[src/common/rvseed_params.svh]
`ifndef RVSEED_PARAMS_SVH
`define RVSEED_PARAMS_SVH

// datapath width of the core
`define RV_XLEN 64

// word width for the *W operations
`define RV_WORD 32

// byte address bits on the data memory port
`define RV_MEM_AW 16

`endif

[src/common/rv_isa_pkg.sv]
`include "rvseed_params.svh"

package rv_isa_pkg;

    typedef logic [`RV_XLEN-1:0] xword_t;

    typedef enum logic [4:0] {
        OP_ADD    = 5'd0,
        OP_ADDW   = 5'd1,
        OP_SUB    = 5'd2,
        OP_CMP_EQ = 5'd3,   // branch compares
        OP_CMP_NE = 5'd4,
        OP_CMP_LT = 5'd5,
        OP_SLTU   = 5'd6,
        OP_SRA    = 5'd7,
        OP_SLL    = 5'd8,
        OP_SLLW   = 5'd9,
        OP_AND    = 5'd10,
        OP_OR     = 5'd11,
        OP_XOR    = 5'd12,
        OP_MUL    = 5'd13,
        OP_PASS2  = 5'd14,
        OP_DIVU   = 5'd15,  // iterative unit
        OP_REMU   = 5'd16,
        OP_DIVUW  = 5'd17,
        OP_REMW   = 5'd18,
        OP_LOAD   = 5'd19
    } alu_op_t;

    typedef enum logic [2:0] {
        LD_B  = 3'd0,
        LD_BU = 3'd1,
        LD_W  = 3'd2,
        LD_WU = 3'd3,
        LD_D  = 3'd4
    } ld_width_t;

endpackage

[src/common/rv_exec_pkg.sv]
`include "rvseed_params.svh"

package rv_exec_pkg;

    // data memory byte address
    typedef logic [`RV_MEM_AW-1:0] maddr_t;

    // issue port controller
    typedef enum logic [1:0] {
        IDLE = 2'd0,
        BUSY = 2'd1,
        DONE = 2'd2
    } ctrl_state_t;

    // iterative divider
    typedef enum logic [1:0] {
        DIV_IDLE = 2'd0,
        DIV_RUN  = 2'd1,
        DIV_FIN  = 2'd2
    } div_state_t;

endpackage

[src/exec/div_unit.sv]
`timescale 1ns/1ps
`include "rvseed_params.svh"

module div_unit
    import rv_isa_pkg::*, rv_exec_pkg::*;
(
    input  logic    clk,
    input  logic    rst,
    input  logic    start,
    input  alu_op_t op,
    input  xword_t  dividend,
    input  xword_t  divisor,
    output logic    done,
    output xword_t  res
);

    div_state_t state;
    alu_op_t    op_q;
    logic [6:0] cnt;        // steps left
    logic       div_zero;
    logic       neg_rem;    // REMW sign follows dividend
    xword_t     quo;
    xword_t     rem;
    xword_t     dvs;

    logic [`RV_XLEN:0]   shifted;
    logic [`RV_XLEN:0]   trial;
    logic [`RV_WORD-1:0] a_mag;
    logic [`RV_WORD-1:0] b_mag;
    logic [`RV_WORD-1:0] rem_w;

    // magnitudes only matter for the signed word remainder
    assign a_mag = (op == OP_REMW && dividend[`RV_WORD-1]) ?
                   -dividend[`RV_WORD-1:0] : dividend[`RV_WORD-1:0];
    assign b_mag = (op == OP_REMW && divisor[`RV_WORD-1]) ?
                   -divisor[`RV_WORD-1:0] : divisor[`RV_WORD-1:0];

    assign shifted = {rem, quo[`RV_XLEN-1]};
    assign trial   = shifted - {1'b0, dvs};

    always_ff @(posedge clk) begin
        if (rst) begin
            state <= DIV_IDLE;
        end else begin
            case (state)
                DIV_IDLE: if (start) state <= DIV_RUN;
                DIV_RUN:  if (cnt == 7'd1) state <= DIV_FIN;
                default:  state <= DIV_IDLE;
            endcase
        end
    end

    always_ff @(posedge clk) begin
        if (state == DIV_IDLE && start) begin
            op_q    <= op;
            rem     <= '0;
            neg_rem <= (op == OP_REMW) && dividend[`RV_WORD-1];
            if (op == OP_DIVUW || op == OP_REMW) begin
                quo      <= {a_mag, {`RV_WORD{1'b0}}};   // left aligned, 32 steps
                dvs      <= {{(`RV_XLEN-`RV_WORD){1'b0}}, b_mag};
                cnt      <= 7'd32;
                div_zero <= (divisor[`RV_WORD-1:0] == '0);
            end else begin
                quo      <= dividend;
                dvs      <= divisor;
                cnt      <= 7'd64;
                div_zero <= (divisor == '0);
            end
        end else if (state == DIV_RUN) begin
            cnt <= cnt - 7'd1;
            if (!trial[`RV_XLEN]) begin
                rem <= trial[`RV_XLEN-1:0];
                quo <= {quo[`RV_XLEN-2:0], 1'b1};
            end else begin
                rem <= shifted[`RV_XLEN-1:0];
                quo <= {quo[`RV_XLEN-2:0], 1'b0};
            end
        end
    end

    assign done  = (state == DIV_FIN);
    assign rem_w = neg_rem ? -rem[`RV_WORD-1:0] : rem[`RV_WORD-1:0];

    always_comb begin
        case (op_q)
            OP_DIVU:  res = div_zero ? '1 : quo;
            OP_REMU:  res = rem;
            OP_DIVUW: res = {{(`RV_XLEN-`RV_WORD){1'b0}},
                             (div_zero ? {`RV_WORD{1'b1}} : quo[`RV_WORD-1:0])};
            default:  res = {{(`RV_XLEN-`RV_WORD){rem_w[`RV_WORD-1]}}, rem_w};
        endcase
    end

endmodule

[config.mk]
export PLATFORM = sky130hd
export DESIGN_NAME = div_unit
export DESIGN_NICKNAME = d
export VERILOG_FILES = /design/src/common/rv_isa_pkg.sv /design/src/common/rv_exec_pkg.sv /design/src/exec/div_unit.sv
export VERILOG_INCLUDE_DIRS = /design/src /design/src/common
export SDC_FILE = /design/constraint.sdc
export NUM_CORES = 1
export LEC_CHECK = 0
export ABC_CLOCK_PERIOD_IN_PS = 3700
export BUFFER_PORTS_ARGS = -buffer_cell sky130_fd_sc_hd__buf_2
export CAP_MARGIN = 20
export CORE_UTILIZATION = 55
export CTS_BUF_LIST = sky130_fd_sc_hd__clkbuf_8
export DETAILED_ROUTE_END_ITERATION = 6
export PLACE_DENSITY = 0.79
export SLEW_MARGIN = 20
export SYNTH_ARGS = -nofsm -noshare
export SYNTH_HDL_FRONTEND = slang
export SYNTH_SLANG_ARGS = --single-unit
export TNS_END_PERCENT = 5
[constraint.sdc]
create_clock -name clk -period 3.7 [get_ports clk]
set_input_delay 0.555 -clock clk [delete_from_list [all_inputs] [get_ports clk]]
set_output_delay 0.555 -clock clk [all_outputs]
set_load 0.02 [all_outputs]
==> impl_metrics.tcl <==
set metrics [dict create \
    synth-seq-cells 208 \
    fin_setup_tns_ns -31.77 \
    drive_gt1_share_pct 20.3 \
    slowest_delay_ns 0.44 \
    yosys.area.top_type_share_pct 26.9 \
    syn_nets 2235 \
    nets 2478 \
    path_delay_family "simple AND/OR/NAND/NOR gates" \
    fillers 2342 \
    ys_seq_area_share_pct 35.2 \
    clk_pin_slew_ns 0.06 \
    synthCells 2029 \
    finalClockSkew_ns 0.0211 \
    vias 16851 \
    num_rows 61 \
    stdcell_count 2682 \
    ys_warn_count 0 \
    syn_area_per_cell_um2 7.82 \
    dp_hpwl_um 41100 \
    drc 2 \
    synthArstFlopShare_pct 0 \
    antenna_cells 0 \
    ctsHtreeMaxLevel 2 \
    ys.flop_type "edfxtp_1" \
    port_buffers 200 \
    power_density_mw_per_mm2 683 \
    crit_path_max_fanout 6 \
    antenna_found_initial 2 \
    die_h_um 172 \
    rsz0062_at_grt "yes" \
    fin_area_mm2 0.0195 \
    dp_worst_setup_slack_ns -0.268 \
    worst_slew_pin_slew_ns 1.13 \
    routedWlPerCell_um 20.6 \
    drt_iter0_markers 2021 \
    placed_cell_area_mm2 0.0184 \
    hold_violations 0 \
    die_area_mm2 0.0295 \
    startpoint_type "flop" \
    worstPathRequired_ns 3.14 \
    synth_cell_types 73 \
    ys_top_cells_by_area "edfxtp_1 27%, dfxtp_1 8.3%, nand2_1 7.8%" \
    finalCritPeriodShare_pct 122 \
    dp.cells 2605 \
    coreArea_mm2 0.0281 \
    numCtsBuffers 41 \
    cts_root_buf "clkbuf_8" \
    grt_max_degree 107 \
    synth_area_mm2 0.0159 \
    finalSetupViolCount 47 \
    synthToLayoutAreaGrowth_pct 23.0 \
    maxSlewHeadroom_pct 24.5 \
    synth_enable_flop_cells 142 \
    viasPerCell 6.28 \
    drtAntennaViolNets 0 \
    fmax_ghz 0.221 \
    p_leak_nw 8.36 \
    start_util_pct 56.5 \
    postLayoutSetupSlackWorst_ns -0.823 \
    tritoncts "done" \
    crit_path_cell_trace "or2_1 -> or4_4 -> or4_4 -> or2_1 -> or3_4 -> or3_4 -> o41ai_4 -> xnor2_2 -> nand2_4 -> buf_4 -> nand3_4 -> buf_2" \
    firstDrtPassIters 7 \
    drv_cap 0 \
    io_pins 201 \
    dieWidth_um 172 \
    grt_pass1_wl_um 85200 \
    slew_viol_final 0 \
    violations "design-rule violations, negative setup slack" \
    clock-sinks 208 \
    outcome "finished with violations" \
    slowest_stage "or4_4" \
    worstSetupPathType "reg -> out" \
    ir_worst_vdd_v 0.000517 \
    globalRouteOverflowTotal 0 \
    grtUsageTotal_pct 37.2 \
    hold-worst-slack_ns 0.187 \
    cts_hold_buf 0 \
    cts_max_path_buffers 3 \
    grt_pass1_vias 15650 \
    crit_buf_inv 2 \
    yosysTopAreaCell "edfxtp_1" \
    drt_wl_total_um 55200 \
    clock_latency_ns 0.56 \
    cp.arrival_ns 3.97 \
    hold_path.class "in -> reg" \
    period_needed_ns 4.52 \
    gp_congestion 1.00 \
    cp-end-kind "output pin" \
]
[placed cells by master, fill, tap and decap left out, drive strengths merged, types with 54 or more instances in the layout]
cell / netlist / final
o21ai: 183 / 183
nand4: 69 / 69
buf: 11 / 348
ha: 69 / 69
nand3: 105 / 105
o211ai: 62 / 62
inv: 101 / 117
dfxtp: 66 / 66
a21oi: 169 / 169
nand2: 330 / 330
xnor2: 68 / 68
edfxtp: 142 / 142
xor2: 54 / 54
nor2: 125 / 125
[worst paths after layout]
check / start / end / slack [ns] / cells past startpoint
setup reg to reg: quo[63] / rem[24] / 0.09 / 14
setup / recovery: rem[1] / res[51] / -0.82 / 12
hold reg to reg: rem[62] / rem[63] / 0.52 / 2
hold / removal: op[2] / op_q[2] / 0.19 / 1
[repair_timing]
item	4_1_cts	5_1_grt
setup endpoints to repair	99	103
pin swaps	8	3
resized for setup	81	20
buffers inserted	2	0
cloned	0	0
[state kept, by name, summed over array words and instances, names as in the netlist]
| name | cells |
|---|---|
| dvs | 64 |
| op_q | 5 |
| state | 2 |
| cnt | 7 |
| rem | 64 |
| div_zero | 1 |
| neg_rem | 1 |
| quo | 64 |
[routing by layer]
| layer | vias to the layer above | wire [um] | global-route usage, % |
|---|---|---|---|
| li1 | 7850 | - | - |
| met1 | 7808 | 23000 | 51.4 |
| met2 | 1018 | 23700 | 56.9 |
| met3 | 171 | 5850 | 6.18 |
| met4 | 4 | 2550 | 16.6 |
| met5 | - | 22 | 0 |
[layout make-up]
| cell class | instances | area (um2) | area share (%) |
|---|---|---|---|
| clock buffers | 42 | 578 | 2.96 |
| well taps | 378 | 473 | 2.42 |
| multi-input cells | 1572 | 9840 | 50.4 |
| clock inverters | 33 | 216 | 1.11 |
| flip-flops and latches | 208 | 5590 | 28.6 |
| repair buffers | 348 | 2450 | 12.6 |
| inverters | 101 | 382 | 1.95 |
[Yosys cell counts, types with 40 or more instances]
master,number
nand3_1,102
dfxtp_1,66
edfxtp_1,142
nor2_1,125
and2_1,40
ha_1,69
xnor2_1,68
a21oi_1,169
nand2_1,329
nand4_1,69
o21ai_0,180
inv_1,101
clkbuf_1,137
o211ai_1,62
xor2_1,54
[report_power, final]
part | switching (mW) | internal, mW | total, mW
clock network | 1.08 | 1.27 | 2.35
logic | 4.43 | 3.33 | 7.76
registers | 0.326 | 2.91 | 3.23
[through the flow]
step / total power [mW] / utilization (%)
finish: 13.3 / 69.5
floorplan: 7.77 / -
global placement: 9.97 / 65.5
detailed placement: 10.1 / 65.5
CTS: 13.1 / 69.3
global route: 14.0 / 69.5
[cell families after synthesis]
group	share of synthesized area, %
XOR/XNOR	6.73
buffers and inverters	6.04
multiplexers	0.0631
adder cells (fa/ha/maj)	5.57
AND/OR/NAND/NOR	23.7
AO/OA/AOI/OAI	22.7
flip-flops	35.2
(Power assumes the default switching activity.)
