### src/common/rvseed_params.svh
`ifndef RVSEED_PARAMS_SVH
`define RVSEED_PARAMS_SVH

// datapath width of the core
`define RV_XLEN 64

// word width for the *W operations
`define RV_WORD 32

// byte address bits on the data memory port
`define RV_MEM_AW 16

`endif

### src/common/rv_isa_pkg.sv
`include "rvseed_params.svh"

package rv_isa_pkg;

    typedef logic [`RV_XLEN-1:0] xword_t;

    typedef enum logic [4:0] {
        OP_ADD    = 5'd0,
        OP_ADDW   = 5'd1,
        OP_SUB    = 5'd2,
        OP_CMP_EQ = 5'd3,   // branch compares
        OP_CMP_NE = 5'd4,
        OP_CMP_LT = 5'd5,
        OP_SLTU   = 5'd6,
        OP_SRA    = 5'd7,
        OP_SLL    = 5'd8,
        OP_SLLW   = 5'd9,
        OP_AND    = 5'd10,
        OP_OR     = 5'd11,
        OP_XOR    = 5'd12,
        OP_MUL    = 5'd13,
        OP_PASS2  = 5'd14,
        OP_DIVU   = 5'd15,  // iterative unit
        OP_REMU   = 5'd16,
        OP_DIVUW  = 5'd17,
        OP_REMW   = 5'd18,
        OP_LOAD   = 5'd19
    } alu_op_t;

    typedef enum logic [2:0] {
        LD_B  = 3'd0,
        LD_BU = 3'd1,
        LD_W  = 3'd2,
        LD_WU = 3'd3,
        LD_D  = 3'd4
    } ld_width_t;

endpackage

### src/common/rv_exec_pkg.sv
`include "rvseed_params.svh"

package rv_exec_pkg;

    // data memory byte address
    typedef logic [`RV_MEM_AW-1:0] maddr_t;

    // issue port controller
    typedef enum logic [1:0] {
        IDLE = 2'd0,
        BUSY = 2'd1,
        DONE = 2'd2
    } ctrl_state_t;

    // iterative divider
    typedef enum logic [1:0] {
        DIV_IDLE = 2'd0,
        DIV_RUN  = 2'd1,
        DIV_FIN  = 2'd2
    } div_state_t;

endpackage

### src/exec/exec_ctrl.sv
`timescale 1ns/1ps
`include "rvseed_params.svh"

module exec_ctrl
    import rv_isa_pkg::*, rv_exec_pkg::*;
(
    input  logic      clk,
    input  logic      rst,
    input  logic      req,
    input  alu_op_t   op,
    input  xword_t    src2,
    input  ld_width_t ld_width,
    output logic      ack,
    output xword_t    res,
    output logic      taken,
    input  xword_t    alu_res,
    input  logic      alu_taken,
    output logic      div_start,
    input  logic      div_done,
    input  xword_t    div_res,
    output logic      ld_start,
    output xword_t    ld_addr,
    input  logic      ld_done,
    input  xword_t    ld_res
);

    ctrl_state_t state;
    logic        is_ld;
    logic        is_div;
    logic        quick_div;     // quotient by zero needs no iteration
    logic        use_div;
    logic        finish;
    xword_t      quick_res;

    assign is_ld  = (op == OP_LOAD) && (ld_width <= LD_D);
    assign is_div = (op == OP_DIVU) || (op == OP_REMU) ||
                    (op == OP_DIVUW) || (op == OP_REMW);
    assign quick_div = ((op == OP_DIVU) && (src2 == '0)) ||
                       ((op == OP_DIVUW) && (src2[`RV_WORD-1:0] == '0));
    assign use_div   = is_div && !quick_div;
    assign quick_res = (op == OP_DIVUW) ?
                       {{(`RV_XLEN-`RV_WORD){1'b0}}, {`RV_WORD{1'b1}}} : '1;

    // ALU and quick divides finish on the first BUSY cycle
    assign finish = (state == BUSY) &&
                    (is_ld ? ld_done : (use_div ? div_done : 1'b1));

    always_ff @(posedge clk) begin
        if (rst) begin
            state     <= IDLE;
            ack       <= 1'b0;
            div_start <= 1'b0;
            ld_start  <= 1'b0;
        end else begin
            div_start <= 1'b0;
            ld_start  <= 1'b0;
            case (state)
                IDLE: if (req) begin
                    state     <= BUSY;
                    div_start <= use_div;
                    ld_start  <= is_ld;
                end
                BUSY: if (finish) begin
                    state <= DONE;
                    ack   <= 1'b1;
                end
                DONE: if (!req) begin
                    state <= IDLE;
                    ack   <= 1'b0;
                end
                default: state <= IDLE;
            endcase
        end
    end

    always_ff @(posedge clk) begin
        if (state == IDLE && req) ld_addr <= alu_res;
        if (finish) begin
            taken <= alu_taken;     // zero for non-compares
            if (is_ld)          res <= ld_res;
            else if (use_div)   res <= div_res;
            else if (quick_div) res <= quick_res;
            else                res <= alu_res;
        end
    end

endmodule

### config.mk
export PLATFORM = sky130hd
export DESIGN_NAME = exec_ctrl
export DESIGN_NICKNAME = d
export VERILOG_FILES = /design/src/common/rv_isa_pkg.sv /design/src/common/rv_exec_pkg.sv /design/src/exec/exec_ctrl.sv
export VERILOG_INCLUDE_DIRS = /design/src /design/src/common
export SDC_FILE = /design/constraint.sdc
export NUM_CORES = 1
export LEC_CHECK = 0
export ABC_AREA = 1
export BUFFER_PORTS_ARGS = -buffer_cell sky130_fd_sc_hd__buf_2
export CAP_MARGIN = 20
export CORE_AREA = 4 4 153 155
export DETAILED_ROUTE_END_ITERATION = 8
export DIE_AREA = 0 0 157 159
export GPL_ROUTABILITY_DRIVEN = 0
export GPL_TIMING_DRIVEN = 0
export SYNTH_ARGS = -nofsm -noshare
export SYNTH_HDL_FRONTEND = slang
export SYNTH_SLANG_ARGS = --single-unit
### constraint.sdc
create_clock -name clk -period 11.9 [get_ports clk]
set_input_delay 1.785 -clock clk [delete_from_list [all_inputs] [get_ports clk]]
set_output_delay 1.785 -clock clk [all_outputs]
set_load 0.05 [all_outputs]
==> results of run 1 <==
==> sequential cells by signal, indices dropped and copies added, names as in the netlist <==
name / cells
ld_addr: 64
state: 2
ack: 1
res: 64
taken: 1
div_start: 1
ld_start: 1
==> path summary, 6_finish.rpt <==
path / startpoint / endpoint / depth (start not counted)
setup / recovery: src2[61] / res[59]$_DFFE_PP_ / 11
hold / removal: ack$_SDFFE_PP0P_ / ack$_SDFFE_PP0P_ / 2
setup reg to reg: state[1]$_SDFFE_PP0P_ / res[59]$_DFFE_PP_ / 3
hold reg to reg: ack$_SDFFE_PP0P_ / ack$_SDFFE_PP0P_ / 2
==> where the power goes <==
group          internal, mW  switching [mW]  total, mW  leakage [nW]
logic                0.0742           0.177      0.251          2.92
clock network         0.359           0.235      0.593         0.314
registers             0.555         0.00746      0.563          1.26
==> metrics by stage <==
step | cells | setup WS (ns)
floorplan | 632 | 6.78
global placement | 1313 | 4.47
finish | 1349 | 8.20
global route | 1348 | 7.98
detailed placement | 1315 | 7.73
CTS | 1347 | 8.17
==> cells in the mapped netlist (all sizes together), types with 2 or more instances <==
cell and instances:
a21oi 11, a31oi 32, buf 24, clkbuf 12
dfxtp 5, edfxtp 129, inv 42, mux2i 25
nand2 182, nand3 48, nor2 86, nor3 2
o21ai 32
==> cell families after synthesis <==
logic type / after synthesis / share of synthesized area
simple gates: 319 / 0.218
flops: 134 / 0.616
buf+inv: 78 / 0.0605
compound gates: 76 / 0.0661
mux: 25 / 0.0388
==> routing by layer <==
metal	wire length, um	track usage	vias to the layer above	share of wire
met3	2690	0.0682	22	0.10
met4	291	0.0481	4	0.011
met1	10200	0.242	2840	0.39
met5	26	0	-	0.0010
li1	-	-	3006	-
met2	12800	0.343	297	0.49
==> worst max-delay path: stages <==
cell and delay [ns]:
buf_2 0.11, nor2_1 0.10, nand2_1 0.05, nor2_1 0.14, nand2_1 0.11, o21bai_2 0.17
nand2_2 0.09, buf_6 0.18, nand3_2 0.08, nand3_1 0.15, inv_4 0.70
==> final cells by class <==
type                            instances  share of cell area
Antenna cell                            2            0.000527
Buffer                                 36              0.0245
Clock buffer                           18              0.0452
Clock inverter                         14              0.0224
Inverter                               42              0.0169
Multi-Input combinational cell        420               0.220
Sequential cell                       134               0.418
Tap cell                              280              0.0369
Timing Repair Buffer                  403               0.215
==> results.ini, run 1 <==
[sta]
period_minus_slack_ns = 3.70
hold_viol_final = 0
report.final.setup_viol = 0
fmax_ghz = 0.271
slew_headroom = 0.390
grt_setup_unrepaired = no
clock_skew_ns = 0.00731
tightest_slew_ns = 0.916
timing.hold.ws_ns = 0.485
tns_ns = 0
finalCritPeriodShare = 0.311
slew_viol_final = 0

[power_and_ir_drop]
irDropWorstVdd_mv = 0.0838
powerDensity_nw_per_um2 = 148
power_mw = 1.41
leakage_nw = 4.49

[setup_path]
cp.arrival_ns = 3.74
start_kind = input pin
reg2reg_slack_ns = 10.08
endpoint_kind = flop
critPathKind = in -> reg
cp_data_required_time_ns = 11.94
cp_max_fo = 65

[cts]
clockBufferDepth = 2
cts_made_buffers = 17
cts_tree = yes
post_cts.resized_instances = 0
clk_pin_slew_ns = 0.07
cts-root-buf = clkbuf_16
post_cts_buffers = 0
clock-sinks = 134
h-tree-depth = 4
holdBufCountCts = 0
worstSkewPairLatency_ns = 0.42

[cells_and_area]
layout.area.seq_um2 = 3970
utilization = 0.436
fin_nets = 1324
n_fill_cell = 2186
final_cell_mix = 410 x buf_2, 178 x nand2_1, 129 x edfxtp_1, 83 x nor2_1, 38 x inv_1
final_area_um2 = 9500
drive_gt1_frac = 0.464
multiInputGateArea_um2 = 2090
syn_to_final_growth_pct = 47.4
layout_commonest_cell = buf_2

[status]
status = completed

[global_routing]
grt_pass1_vias = 6339
grt_max_degree = 66
grt_pass1_wl_um = 37700
grt_overflow = 0
grt_antenna_before_repair = 3
grt.total_usage = 0.200

[placement]
port_buffers = 401
dpl-instance-area_um2 = 8860
dp.final_hpwl_um = 20300

[floorplanning]
core_area_um2 = 21800
io_pins = 402
start_util = 0.296
dieHeight_um = 159
rows = 54
die_w_um = 157
die_area_um2 = 25000

[min_path]
hp-class = reg -> reg

[logic_synthesis]
yosys.area.top_type = edfxtp_1
synthFlopType = edfxtp_1
synth_seq_area_share = 0.616
synthesis.area_um2 = 6450
synth_cell_types = 26
synthArstFlopShare = 0
syn_inst = 632
synth_area_leaders = edfxtp_1 60%, nand2_1 10%, nor2_1 4.9%, mux2i_1 3.9%, nand3_2 3.4%
syn_nets = 902
synth.ff_latch_count = 134
synth_edf_count = 129
synth_top_area_share = 0.601
yosysWarnings = 0
syn_area_per_cell_um2 = 10.2

[drt]
drc_errors = 0
wl_per_cell_um = 19.3
firstDrtPassIters = 4
detail-route-antenna-nets = 0
wl_um = 26000
drtIter0Drc = 287
vias = 6169
via_per_inst = 4.57

[flow_run]
drv_cap = 0

(Power assumes the default switching activity.)
==> run 2: changes to the inputs <==
Settings changed: CORE_AREA 4 4 153 155 to 4 4 155 157, DIE_AREA 0 0 157 159 to 0 0 159 161.
Clock period 11.9 ns to 3.4 ns, I/O delays scaled along.
==> results.ini, run 2 (same netlist as run 1, synthesis figures left out) <==
[status]
status = completed

[sta]
period_minus_slack_ns = 2.32
tightest_slew_ns = 0.608  ; -0.307 ns
finalCritPeriodShare = 0.683
slew_headroom = 0.594  ; +0.205
hold_viol_final = 0  ; unchanged
tns_ns = 0  ; unchanged
setup_slack_ns = 1.08  ; -7.13 ns
report.final.setup_viol = 0  ; unchanged
timing.hold.ws_ns = 0.274  ; -0.212 ns
grt_setup_unrepaired = no
slew_viol_final = 0  ; unchanged
clock_skew_ns = 0.00930  ; +0.00199 ns
fmax_ghz = 0.430

[setup_path]
cp-startpoint = op[3]
cp.arrival_ns = 2.41  ; -1.33 ns
cp_max_fo = 39  ; -40%
path_cells = buf_2 -> nor3_4 -> nand2_1 -> inv_1 -> o21bai_2 -> nand2_2 -> buf_6 -> nand3_2 -> nand3_1 -> inv_4 -> buf_12
endpoint_kind = flop
rr_startpoint = state[1]$_SDFFE_PP0P_
critical_path.slowest_cell = inv_4
r2r_end = res[44]$_DFFE_PP_
cp_data_required_time_ns = 3.49  ; -8.45 ns
endpoint = res[44]$_DFFE_PP_
critPathKind = in -> reg
r2r_cells = 4  ; +1
reg2reg_slack_ns = 1.71  ; -8.37 ns
start_kind = input pin
cp_slowest_stage_delay_ns = 0.35  ; -0.35 ns

[drt]
wl_per_cell_um = 18.8  ; -2.1%
met3_length_um = 2470  ; -7.9%
firstDrtPassIters = 5  ; +1
drc_errors = 0  ; unchanged
via_per_inst = 4.58  ; +0.25%
wl_met1_um = 10200  ; about the same
highest-signal-layer = met4
vias = 6203  ; +0.55%
wl_met2_um = 12400  ; -2.7%
detail-route-antenna-nets = 0  ; unchanged
wl_um = 25500  ; -1.8%
drtIter0Drc = 327  ; +14%

[placement]
dp.final_hpwl_um = 20300  ; -0.34%
dpl_worst_slack_ns = 0.629  ; -7.10 ns
placedCellCount = 1321  ; +0.46%
port_buffers = 401  ; unchanged

[power_and_ir_drop]
sw_frac_of_total = 0.303  ; +0.00484
powerDensity_nw_per_um2 = 501  ; +240%
seqPwrFrac = 0.415  ; +0.015
irDropWorstVdd_mv = 0.263  ; +210%
comb_power_share = 0.185  ; +0.007
power_switching_mw = 1.44  ; +240%
power_mw = 4.75  ; +240%
p_clk_frac = 0.401  ; -0.021
leakage_nw = 4.47  ; -0.44%
p_int_mw = 3.31  ; +230%

[global_routing]
grt_pass1_vias = 6239  ; -1.6%
grt_max_degree = 40  ; -39%
grt_overflow = 0  ; unchanged
grt.total_usage = 0.190  ; -0.0106
grt_antenna_before_repair = 0  ; -3
grt_pass1_wl_um = 37100  ; -1.6%

[floorplanning]
io_pins = 402  ; unchanged
start_util = 0.287  ; -0.00892
die_w_um = 159  ; +1.3%
die_area_um2 = 25600  ; +2.5%
dieHeight_um = 161  ; +1.3%
rows = 55  ; +1.9%
core_area_um2 = 22500  ; +3.1%

[cts]
clk_pin_slew_ns = 0.07  ; about the same
clockBufferDepth = 2  ; unchanged
holdBufCountCts = 0  ; unchanged
post_cts_buffers = 0  ; unchanged
h-tree-depth = 4  ; unchanged
cts_tree = yes
post_cts.resized_instances = 0  ; unchanged
worstSkewPairLatency_ns = 0.41  ; about the same
cts_made_buffers = 17  ; unchanged
clock-sinks = 134  ; unchanged
cts-root-buf = clkbuf_16

[cells_and_area]
layout_commonest_cell = buf_2
final_cell_mix = 410 x buf_2, 178 x nand2_1, 129 x edfxtp_1, 83 x nor2_1, 38 x inv_1
antenna_cells = 0  ; -2
drive_gt1_frac = 0.464  ; +0.000502
reg_top3 = ld_addr x64, res x64, state x2
fin_nets = 1325  ; +0.076%
syn_to_final_growth_pct = 47.0
layout.cells.non_filler = 1353  ; +0.30%

[min_path]
hp-class = in -> reg
hp-start = alu_taken

[flow_run]
drv_cap = 0  ; unchanged

==> run 2: worst min-delay path by stage <==
stage                     slack [ns]                    end  cells after the start
after floorplan                 0.49  state[1]$_SDFFE_PP0P_                      2
after global placement          0.46       ack$_SDFFE_PP0P_                      2
after detailed placement        0.46       ack$_SDFFE_PP0P_                      2
after CTS                       0.25        taken$_DFFE_PP_                      1
after global routing            0.25        taken$_DFFE_PP_                      1
final                           0.27        taken$_DFFE_PP_                      1
==> run 2: per-stage QoR <==
stage | area [um2] | util
after floorplan | 6450 | -
after global placement | 8820 | 0.392
after detailed placement | 8880 | 0.395
after CTS | 9480 | 0.421
after global routing | 9480 | 0.421
final | 9480 | 0.421
==> run 2: cell type report <==
| cell class | instances | area, um2 |
|---|---|---|
| inverters | 42 | 160 |
| flip-flops and latches | 134 | 3970 |
| plain buffers | 36 | 233 |
| fillers | 2263 | 13000 |
| repair buffers | 404 | 2070 |
| clock buffers | 18 | 429 |
| clock inverters | 14 | 166 |
| multi-input cells | 420 | 2090 |
| well taps | 285 | 357 |
==> run 2: power by group through the flow <==
stage / Combinational [mW] / Clock [mW] / Sequential, mW
detailed placement: 0.886 / 0 / 2.00
finish: 0.877 / 1.90 / 1.97
global route: 0.939 / 2.01 / 1.98
CTS: 0.887 / 1.95 / 1.97
floorplan: 0.194 / 0 / 2.35
global placement: 0.868 / 0 / 2.01
==> run 2: routing by layer <==
layer | GRT usage | vias to the layer above
met5 | 0 | -
met4 | 0.0469 | 0
met3 | 0.0768 | 19
met2 | 0.321 | 296
met1 | 0.226 | 2877
li1 | - | 3011
==> run 2: worst max-delay path, delay by kind of cell <==
kind	cells	cell delay, ns
buffers and inverters	5	1.02
and+or+nand+nor	5	0.70
AOI/OAI and AO/OA	1	0.12
