--- src/common/rvseed_params.svh ---
`ifndef RVSEED_PARAMS_SVH
`define RVSEED_PARAMS_SVH

// datapath width of the core
`define RV_XLEN 64

// word width for the *W operations
`define RV_WORD 32

// byte address bits on the data memory port
`define RV_MEM_AW 16

`endif

--- src/common/rv_isa_pkg.sv ---
`include "rvseed_params.svh"

package rv_isa_pkg;

    typedef logic [`RV_XLEN-1:0] xword_t;

    typedef enum logic [4:0] {
        OP_ADD    = 5'd0,
        OP_ADDW   = 5'd1,
        OP_SUB    = 5'd2,
        OP_CMP_EQ = 5'd3,   // branch compares
        OP_CMP_NE = 5'd4,
        OP_CMP_LT = 5'd5,
        OP_SLTU   = 5'd6,
        OP_SRA    = 5'd7,
        OP_SLL    = 5'd8,
        OP_SLLW   = 5'd9,
        OP_AND    = 5'd10,
        OP_OR     = 5'd11,
        OP_XOR    = 5'd12,
        OP_MUL    = 5'd13,
        OP_PASS2  = 5'd14,
        OP_DIVU   = 5'd15,  // iterative unit
        OP_REMU   = 5'd16,
        OP_DIVUW  = 5'd17,
        OP_REMW   = 5'd18,
        OP_LOAD   = 5'd19
    } alu_op_t;

    typedef enum logic [2:0] {
        LD_B  = 3'd0,
        LD_BU = 3'd1,
        LD_W  = 3'd2,
        LD_WU = 3'd3,
        LD_D  = 3'd4
    } ld_width_t;

endpackage

--- src/common/rv_exec_pkg.sv ---
`include "rvseed_params.svh"

package rv_exec_pkg;

    // data memory byte address
    typedef logic [`RV_MEM_AW-1:0] maddr_t;

    // issue port controller
    typedef enum logic [1:0] {
        IDLE = 2'd0,
        BUSY = 2'd1,
        DONE = 2'd2
    } ctrl_state_t;

    // iterative divider
    typedef enum logic [1:0] {
        DIV_IDLE = 2'd0,
        DIV_RUN  = 2'd1,
        DIV_FIN  = 2'd2
    } div_state_t;

endpackage

--- src/exec/load_unit.sv ---
`timescale 1ns/1ps
`include "rvseed_params.svh"

module load_unit
    import rv_isa_pkg::*, rv_exec_pkg::*;
(
    input  logic      clk,
    input  logic      rst,
    input  logic      start,
    input  xword_t    addr,
    input  ld_width_t ld_width,
    output logic      done,
    output xword_t    res,
    output logic      mem_req,
    output maddr_t    mem_addr,
    input  logic      mem_ack,
    input  xword_t    mem_rdata
);

    logic      wait_fall;   // data taken, waiting for mem_ack low
    logic [2:0] offset;
    ld_width_t width_q;
    xword_t    ext;
    logic [7:0] byte_sel;
    logic [`RV_WORD-1:0] word_sel;

    assign byte_sel = mem_rdata[{offset, 3'b000} +: 8];
    assign word_sel = mem_rdata[{offset[2], 5'b00000} +: `RV_WORD];

    always_comb begin
        case (width_q)
            LD_B:    ext = {{(`RV_XLEN-8){byte_sel[7]}}, byte_sel};
            LD_BU:   ext = {{(`RV_XLEN-8){1'b0}}, byte_sel};
            LD_W:    ext = {{(`RV_XLEN-`RV_WORD){word_sel[`RV_WORD-1]}}, word_sel};
            LD_WU:   ext = {{(`RV_XLEN-`RV_WORD){1'b0}}, word_sel};
            default: ext = mem_rdata;
        endcase
    end

    always_ff @(posedge clk) begin
        if (rst) begin
            mem_req   <= 1'b0;
            wait_fall <= 1'b0;
            done      <= 1'b0;
        end else begin
            done <= 1'b0;
            if (start) begin
                mem_req <= 1'b1;
            end else if (mem_req && mem_ack) begin
                mem_req   <= 1'b0;
                wait_fall <= 1'b1;
            end else if (wait_fall && !mem_ack) begin
                wait_fall <= 1'b0;
                done      <= 1'b1;
            end
        end
    end

    always_ff @(posedge clk) begin
        if (start) begin
            mem_addr <= {addr[`RV_MEM_AW-1:3], 3'b000};    // doubleword aligned
            offset   <= addr[2:0];
            width_q  <= ld_width;
        end
        if (mem_req && mem_ack) res <= ext;
    end

endmodule

--- config.mk ---
export PLATFORM = sky130hd
export DESIGN_NAME = load_unit
export DESIGN_NICKNAME = d
export VERILOG_FILES = /design/src/common/rv_isa_pkg.sv /design/src/common/rv_exec_pkg.sv /design/src/exec/load_unit.sv
export VERILOG_INCLUDE_DIRS = /design/src /design/src/common
export SDC_FILE = /design/constraint.sdc
export NUM_CORES = 1
export LEC_CHECK = 0
export BUFFER_PORTS_ARGS = -buffer_cell sky130_fd_sc_hd__buf_2
export CAP_MARGIN = 15
export CORE_ASPECT_RATIO = 0.5
export CORE_MARGIN = 2
export CORE_UTILIZATION = 46
export DETAILED_ROUTE_END_ITERATION = 10
export GPL_ROUTABILITY_DRIVEN = 1
export HOLD_SLACK_MARGIN = 0.12
export PLACE_DENSITY = 0.88
export SLEW_MARGIN = 20
export SYNTH_ARGS = -nofsm -noshare
export SYNTH_HDL_FRONTEND = slang
export SYNTH_SLANG_ARGS = --single-unit
--- constraint.sdc ---
create_clock -name clk -period 3.4 [get_ports clk]
set_input_delay 0.68 -clock clk [delete_from_list [all_inputs] [get_ports clk]]
set_output_delay 0.68 -clock clk [all_outputs]
set_load 0.01 [all_outputs]
==> run metrics, run 1 <==
status=completed; Yosys reg bits=86; Clock Path Buffers=2; DR WL/cell=roughly 18 microns; P_leak=2.31 nW; Vias/cell=about 5.5; kind of critical path=register to register; RSZ-0062 raised after global routing=no; final hold violation count=0; Critical Path, Cell by Cell=mux2i_1 > a22oi_2 > nand4_1 > buf_4 > o21ai_0; vias in the first global route=around 3500; Antenna Nets Post-Route=0; drt first pass iters=5; startpoint types=register; largest area contributor in the synthesized netlist=edfxtp_1; ys flop type=edfxtp_1; met2 WL post-DR=5660 microns; hold endpoint=done; Synth cell types=34; # nets final=approximately 650; total routed wirelength=approximately 12000 microns; reg2reg path depth=5; crit path capture type=register; CTS tree=yes; CP required=3.55 ns; Relative slew margins=about two fifths; Setup TNS=0 ns; Post-synth top cells=edfxtp_1, o21ai_0, nor2b_1, inv_1, nand2_1; fmax=383 MHz; total grt overflow=0; CTS Hold Buffers Added=0; core area=~9300 sq um; post-synth top area share=~57%; post-CTS sizing=0; latest clock arrival within the worst-skew pair=0.34 ns; total power=~2.7 mW; largest net degree at the start of global routing=44; total CTS buffers=9; Pwr per Cell Area=483 nW/um^2; IO Pins=217; synthesized cell area=4360 sq um; DIE AREA=10300 sq um; Top delay family on crit path=flip-flops; final setup fails=0; vias=3572; RR Endpoint=res[33]; chip height=72.9 microns; Inserted Diodes=0; min-delay src=wait_fall; Max VDD drop=0.000248 V; WP buf/inv=1; Rows=25; Die Wd=approximately 140 microns; Sinks on Clock Net=86; total of max-cap violations=0; Syn. warnings=0; synthesized area per cell=between 10 and 15 sq um; worst-margin pin slew=0.871 ns; Clock Skew=roughly 0.008 ns; Slew Limit Fails=0; initial antenna violation count=0; worst r2r src=offset[1]; initial core utilization=46.8%; htree depth=3; DP HPWL=8340 microns; Crit-path slowest cell=edfxtp_1; P&R area growth vs syn=26.5%; EDFF count, synth=between 80 and 90; cells after synthesis=between 300 and 400; top-count cell post-synth=edfxtp_1; register area share after synthesis=between 50% and 60%; fin crit share=76.9%; met3 routed wirelength=1080 microns; root buf cell=clkbuf_16; GRT Overall Usage=22.7%; WHS Path Cells=1; Worst Path Arrival=between 2 and 3 ns; Hold Path Class=register to register; synth top area cells=edfxtp_1, o21ai_0, mux4_2; fin crit period=about 2.6 ns; Metal-1 WL=4720 microns; drt first-iter violations=~390; first-pass GRT wire length=17700 microns; IO Port Bufs=165; fraction of registers with async set/reset=0%; reg2reg setup slack=slightly below 0.8 ns; highest metal used=met4; drt drc=0; RD Place Congestion=0.802; Reg clk slew, reported paths=0.06 ns; postcts setup bufs=0; Max stage delay on crit path=between 0.8 and 0.9 ns; share of layout cells above drive strength 1=39.0%; CP max FO=17
worst reg2reg max path, delay by kind of cell (launching register included):
family | cells | cell delay [ns]
AND/OR/NAND/NOR | 1 | 0.55
AO/OA/AOI/OAI | 2 | 0.37
multiplexers | 1 | 0.21
flip-flops | 1 | 0.88
buffers and inverters | 1 | 0.44
routing by layer:
layer	vias to the layer above	global-route usage, %
met4	0	9.56
li1	1659	-
met2	179	38.2
met1	1706	27.6
met3	28	7.28
met5	-	0
power breakdown:
part	total, mW	switching, mW	internal, mW	leakage, nW
logic	0.438	0.239	0.199	1.38
registers	1.29	0.0397	1.25	0.803
clock network	0.944	0.388	0.556	0.134
logic make-up after synthesis:
group	share of synthesized area [%]
AO/OA/AOI/OAI	16.6
flip-flops	58.5
AND/OR/NAND/NOR	9.95
buffers and inverters	7.14
multiplexers	7.75
other	0.0860
flip-flops by register name, indices dropped and copies added (netlist names):
register   count
mem_req        1
done           1
width_q        3
mem_addr      13
offset         3
wait_fall      1
res           64
placed cells by master, fill, tap and decap left out, types with 2 or more instances in the layout:
master     netlist  layout
dfxtp_1          3       3
nand2_1         31      31
nor2b_1         34      33
o21ai_0         59      59
buf_4            5      10
a221o_1         24      24
edfxtp_1        83      83
mux2i_1          9       9
a22o_1           5       5
a22oi_1          2       2
buf_2            6     165
conb_1           1       3
nor4b_1          2       2
inv_1           32      32
a21oi_1          7       7
nand3_1          6       6
clkinv_1         0       3
clkbuf_16        0       9
nor2_1           4       4
mux4_2          11      11
o22ai_1          5       5
layout make-up:
cell class	instances	area [sq um]
Sequential cell	86	2550
Fill cell	769	3800
Clock buffer	9	225
Multi-Input combinational cell	215	1520
Clock inverter	6	53.8
Tap cell	121	151
Inverter	32	120
Timing Repair Buffer	175	901
how the worst max path moves through the flow:
stage | start | end | slack (ns) | cells past startpoint
global route | offset[1] | res[57] | 0.59 | 5
floorplan | mem_ack | res[0] | 0.79 | 1
CTS | offset[1] | res[33] | 0.81 | 5
finish | offset[1] | res[33] | 0.79 | 5
detailed placement | offset[1] | res[53] | 0.83 | 5
global placement | offset[1] | res[36] | 0.84 | 5
stage by stage:
step	setup slack [ns]	hold slack, ns	utilization (%)	area (sq um)	std cells
finish	0.787	0.484	59.2	5520	644
global route	0.591	0.490	59.2	5520	644
CTS	0.815	0.482	59.2	5520	644
detailed placement	0.833	0.467	56.2	5240	629
global placement	0.840	0.476	56.2	5240	629
floorplan	0.788	0.458	-	4370	369
Power figures use the tool's default switching activity.
==> inputs of run 2 (changes only) <==
--- a/config.mk
+++ b/config.mk
@@ -10,11 +10,11 @@
 export CAP_MARGIN = 15
 export CORE_ASPECT_RATIO = 0.5
 export CORE_MARGIN = 2
-export CORE_UTILIZATION = 46
+export CORE_UTILIZATION = 42
 export DETAILED_ROUTE_END_ITERATION = 10
 export GPL_ROUTABILITY_DRIVEN = 1
 export HOLD_SLACK_MARGIN = 0.12
-export PLACE_DENSITY = 0.88
+export PLACE_DENSITY = 0.85
 export SLEW_MARGIN = 20
 export SYNTH_ARGS = -nofsm -noshare
 export SYNTH_HDL_FRONTEND = slang
==> constraint.sdc (replaced) <==
create_clock -name clk -period 2.3 [get_ports clk]
set_input_delay 0.46 -clock clk [delete_from_list [all_inputs] [get_ports clk]]
set_output_delay 0.46 -clock clk [all_outputs]
set_load 0.01 [all_outputs]
==> run 2 against run 1 <==
First-iteration DRC count is 9.1% lower. Cell area up 2.4%. Via count rose by 0.70%. Sequential power grew 46%. Combinational power increased by 55%.
==> run metrics, run 2 (synthesis gave the netlist of run 1 again) <==
placed insts=653; htree depth=3; RD Place Congestion=0.874; largest net degree at the start of global routing=65; total routed wirelength=around 11000 microns; Slew Limit Fails=0; vias in the first global route=3555; final setup fails=0; kind of critical path=register to register; initial core utilization=43.0%; fin crit share=between 90 and 100%; CP required=2.50 ns; RSZ-0062 raised after global routing=no; total grt overflow=0; Setup TNS=0 ns; fmax=480 MHz; Relative slew margins=a little under a third; Inserted Diodes=0; Antenna Nets Post-Route=0; pre-CTS WS=0.306 ns; Reg clk slew, reported paths=0.06 ns; IO Port Bufs=165; post-route cell area=5650 sq um; drt drc=0; Max stage delay on crit path=0.91 ns; CTS Hold Buffers Added=0; chip height=about 76 microns; CTS tree=yes; Top Registers=res x64, mem_addr x13; Hold Path Class=primary input to register; hold endpoint=mem_addr[3]; reg2reg path depth=4; total power=4.10 mW; drt first-iter violations=358; P&R area growth vs syn=29.5%; # nets final=659; worst-margin pin slew=1.03 ns; DIE AREA=11300 sq um; core area=10100 sq um; Clock Path Buffers=2; post-CTS sizing=0; latest clock arrival within the worst-skew pair=0.34 ns; Worst Path Arrival=2.28 ns; Die Wd=148 microns; IO Pins=between 200 and 250; CP max FO=24; RR Endpoint=res[24]; DR WL/cell=17.2 microns; WHS Path Cells=1; commonest non-fill, non-tap cell in the layout=buf_2; Max VDD drop=0.000520 V; placed cell areas=approximately 5300 sq um; share of layout cells above drive strength 1=40.3%; setup ws final=0.218 ns; total CTS buffers=9; Non-Filler Instances=about 670; Vias/cell=approximately 5.4; P_leak=2.36 nW; final hold violation count=0; total of max-cap violations=0; initial antenna violation count=0; Crit-path slowest cell=nor2b_2; vias=between 3000 and 4000; root buf cell=clkbuf_16; Reg with most FFs=res; worst r2r src=offset[2]; Rows=26; most frequent cells in the layout=buf_2, edfxtp_1, o21ai_0, nor2b_1, inv_1; reg2reg setup slack=0.22 ns; Sinks on Clock Net=86; GRT Overall Usage=20.6%; startpoint types=register; Clock Skew=0.00762 ns; postcts setup bufs=0; DP HPWL=slightly above 8000 microns; status=completed; drt first pass iters=5; Pwr per Cell Area=726 nW/um^2; Critical Path, Cell by Cell=nor2b_2 > nand2_1 > o21ai_0 > a221o_1; max reg flops=64; crit path capture type=register; min-delay src=addr[3]; fin crit period=2.08 ns; first-pass GRT wire length=roughly 18000 microns
==> run 2: stage by stage <==
step | hold WS (ns) | utilization [%]
global route | 0.286 | 55.7
CTS | 0.292 | 55.7
detailed placement | 0.475 | 52.5
floorplan | 0.458 | -
global placement | 0.467 | 52.5
finish | 0.300 | 55.7
==> run 2: layout make-up <==
| class | instances | area, sq um |
|---|---|---|
| clock buffers | 9 | 225 |
| clock inverters | 7 | 97.6 |
| fillers | 844 | 4500 |
| inverters | 32 | 120 |
| multi-input cells | 215 | 1520 |
| flip-flops and latches | 86 | 2550 |
| well taps | 140 | 175 |
| repair buffers | 180 | 963 |
==> run 2: routing by layer <==
metal | vias up | global-route usage [%] | wire [microns]
li1 | 1673 | - | -
met1 | 1687 | 25.5 | 4440
met2 | 209 | 34.7 | 5660
met3 | 28 | 5.33 | 1060
met4 | 0 | 8.48 | 312
met5 | - | 0 | 0
==> run 2: report_power, final <==
part | leakage (nW) | total [mW] | switching [mW] | internal, mW
combinational | 1.41 | 0.677 | 0.369 | 0.308
sequential | 0.803 | 1.88 | 0.0394 | 1.84
clock | 0.152 | 1.54 | 0.590 | 0.954
==> run 2: worst max-delay path, delay by kind of cell (launching register included) <==
kind             cells  cell delay [ns]
AND/OR/NAND/NOR      2             1.06
flip-flops           1             0.56
AO/OA/AOI/OAI        2             0.32
==> run 2: worst max-delay path by stage <==
stage / start / end / cells after the start
after global placement: offset[2] / res[29] / 4
after global routing: offset[2] / res[24] / 4
after floorplan: mem_ack / res[0] / 1
final: offset[2] / res[24] / 4
after CTS: offset[2] / res[24] / 4
after detailed placement: offset[2] / res[30] / 4
==> inputs of run 3 (changes only) <==
--- a/config.mk
+++ b/config.mk
@@ -9,7 +9,7 @@
 export BUFFER_PORTS_ARGS = -buffer_cell sky130_fd_sc_hd__buf_2
 export CAP_MARGIN = 15
 export CORE_ASPECT_RATIO = 0.5
-export CORE_MARGIN = 2
+export CORE_MARGIN = 3
 export CORE_UTILIZATION = 42
 export DETAILED_ROUTE_END_ITERATION = 10
 export GPL_ROUTABILITY_DRIVEN = 1
==> constraint.sdc (replaced) <==
create_clock -name clk -period 2.3 [get_ports clk]
set_input_delay 0.115 -clock clk [delete_from_list [all_inputs] [get_ports clk]]
set_output_delay 0.115 -clock clk [all_outputs]
set_load 0.01 [all_outputs]
==> run 3 against run 2 <==
Largest power group unchanged. Clock-buffer cell count increased by 1. Largest cell class unchanged. Utilization increased by 5.4 points. Sequential power about the same.
==> run metrics, run 3 (synthesis gave the netlist of run 1 again) <==
status=completed; Top Registers=res x64, mem_addr x13; # nets final=697; core area=around 10000 sq um; RD Place Congestion=0.834; Reg with most FFs=res; met2 WL post-DR=6040 microns; htree depth=3; total routed wirelength=12300 microns; highest metal used=met4; Top delay family on crit path=flip-flops; P&R area growth vs syn=36.7%; IO Port Bufs=165; Net Sw Frac=between 20% and 30%; startpoint types=register; total CTS buffers=9; fin crit period=1.92 ns; initial antenna violation count=0; share of layout cells above drive strength 1=37.2%; WHS Path Cells=2; met3 routed wirelength=1100 microns; final hold violation count=0; drt first pass iters=5; Rows=25; Seq pwr share=47.5%; root buf cell=clkbuf_16; Net Sw Power=just over 1 mW; Clock Path Buffers=2; DP HPWL=8400 microns; DIE AREA=11700 sq um; CP max FO=20; # fillers=794; vias=3757; Reg clk slew, reported paths=roughly 0.070 ns; Max VDD drop=0.000359 V; post-CTS sizing=0; vias in the first global route=approximately 3800; most frequent cells in the layout=buf_2, edfxtp_1, o21ai_0, dlygate4sd3_1, nor2b_1; worst-margin pin slew=0.483 ns; chip height=78.1 microns; drt first-iter violations=419; Logic pwr share=18.4%; Slew Limit Fails=0; kind of critical path=register to register; Relative slew margins=a little under 70%; max reg flops=64; fin crit share=a little over four fifths; fmax=522 MHz; Metal-1 WL=about 4800 microns; initial core utilization=44.7%; Pint=~2.9 mW; total grt overflow=0; largest net degree at the start of global routing=65; GRT Overall Usage=about a fifth; WP buf/inv=1; Finished Core Util=approximately 61%; RSZ-0062 raised after global routing=no; Critical Path, Cell by Cell=buf_4 > nand2b_1 > o22ai_1 > a22o_1 > a21oi_1; DR WL/cell=17.5 microns; IO Pins=roughly 220; reg2reg path depth=5; Pwr per Cell Area=664 nW/um^2; P_leak=2.50 nW; Antenna Nets Post-Route=0; CTS Hold Buffers Added=38; postcts setup bufs=0; Hold Path Class=primary input to register; latest clock arrival within the worst-skew pair=0.34 ns; total of max-cap violations=0; drt drc=0; Inserted Diodes=0; Crit-path slowest cell=edfxtp_1; Vias/cell=5.35; final setup fails=0; Die Wd=150 microns; power share of the clock group=about a third; Setup TNS=0 ns; WP depth=5; Clock Skew=0.00982 ns; CTS tree=yes; commonest non-fill, non-tap cell in the layout=buf_2; Worst Path Arrival=approximately 2.0 ns; first-pass GRT wire length=19100 microns; CP required=2.38 ns; Max stage delay on crit path=0.63 ns; crit path capture type=register; Sinks on Clock Net=86
run 3: layout make-up:
type                    instances  area [sq um]  share of cell area, %
clock buffers                  10           229                   3.84
clock inverters                 6          45.0                  0.756
inverters                      32           120                   2.01
multi-input cells             215          1520                   25.4
flip-flops and latches         86          2550                   42.8
well taps                     135           169                   2.83
repair buffers                218          1330                   22.3
run 3: stage by stage:
step           hold WS [ns]  instance area [sq um]  setup slack [ns]  cells  power [mW]
2_1_floorplan         0.187                   4370             0.615    369        2.31
3_3_place_gp          0.291                   5310             0.526    648        2.56
3_5_place_dp          0.294                   5310             0.488    648        2.58
4_1_cts               0.121                   5960             0.464    702        3.97
5_1_grt               0.124                   5960             0.332    702        4.13
6_report              0.124                   5960             0.384    702        3.96
run 3: power groups by stage:
stage	clock (mW)	combinational (mW)	sequential (mW)
floorplan	0	0.377	1.94
global placement	0	0.647	1.91
detailed placement	0	0.669	1.91
CTS	1.37	0.722	1.88
global route	1.44	0.792	1.89
finish	1.35	0.729	1.88
run 3: routing by layer:
| metal | vias up | GRT usage (%) |
|---|---|---|
| met1 | 1759 | 25.9 |
| met5 | - | 0 |
| met2 | 218 | 35.2 |
| li1 | 1747 | - |
| met3 | 33 | 5.82 |
| met4 | 0 | 7.76 |
run 3: path summary, 6_finish.rpt:
path                 start        end  slack [ns]
max              offset[2]     res[0]        0.38
min          mem_rdata[14]    res[14]        0.12
max reg2reg      offset[2]     res[0]        0.38
min reg2reg      wait_fall  wait_fall        0.52
run 3: worst register-to-register path, delay by kind of cell, from the launching register on:
family	cells	cell delay (ns)
flops	1	0.63
simple gates	1	0.25
buf+inv	1	0.33
compound gates	3	0.46
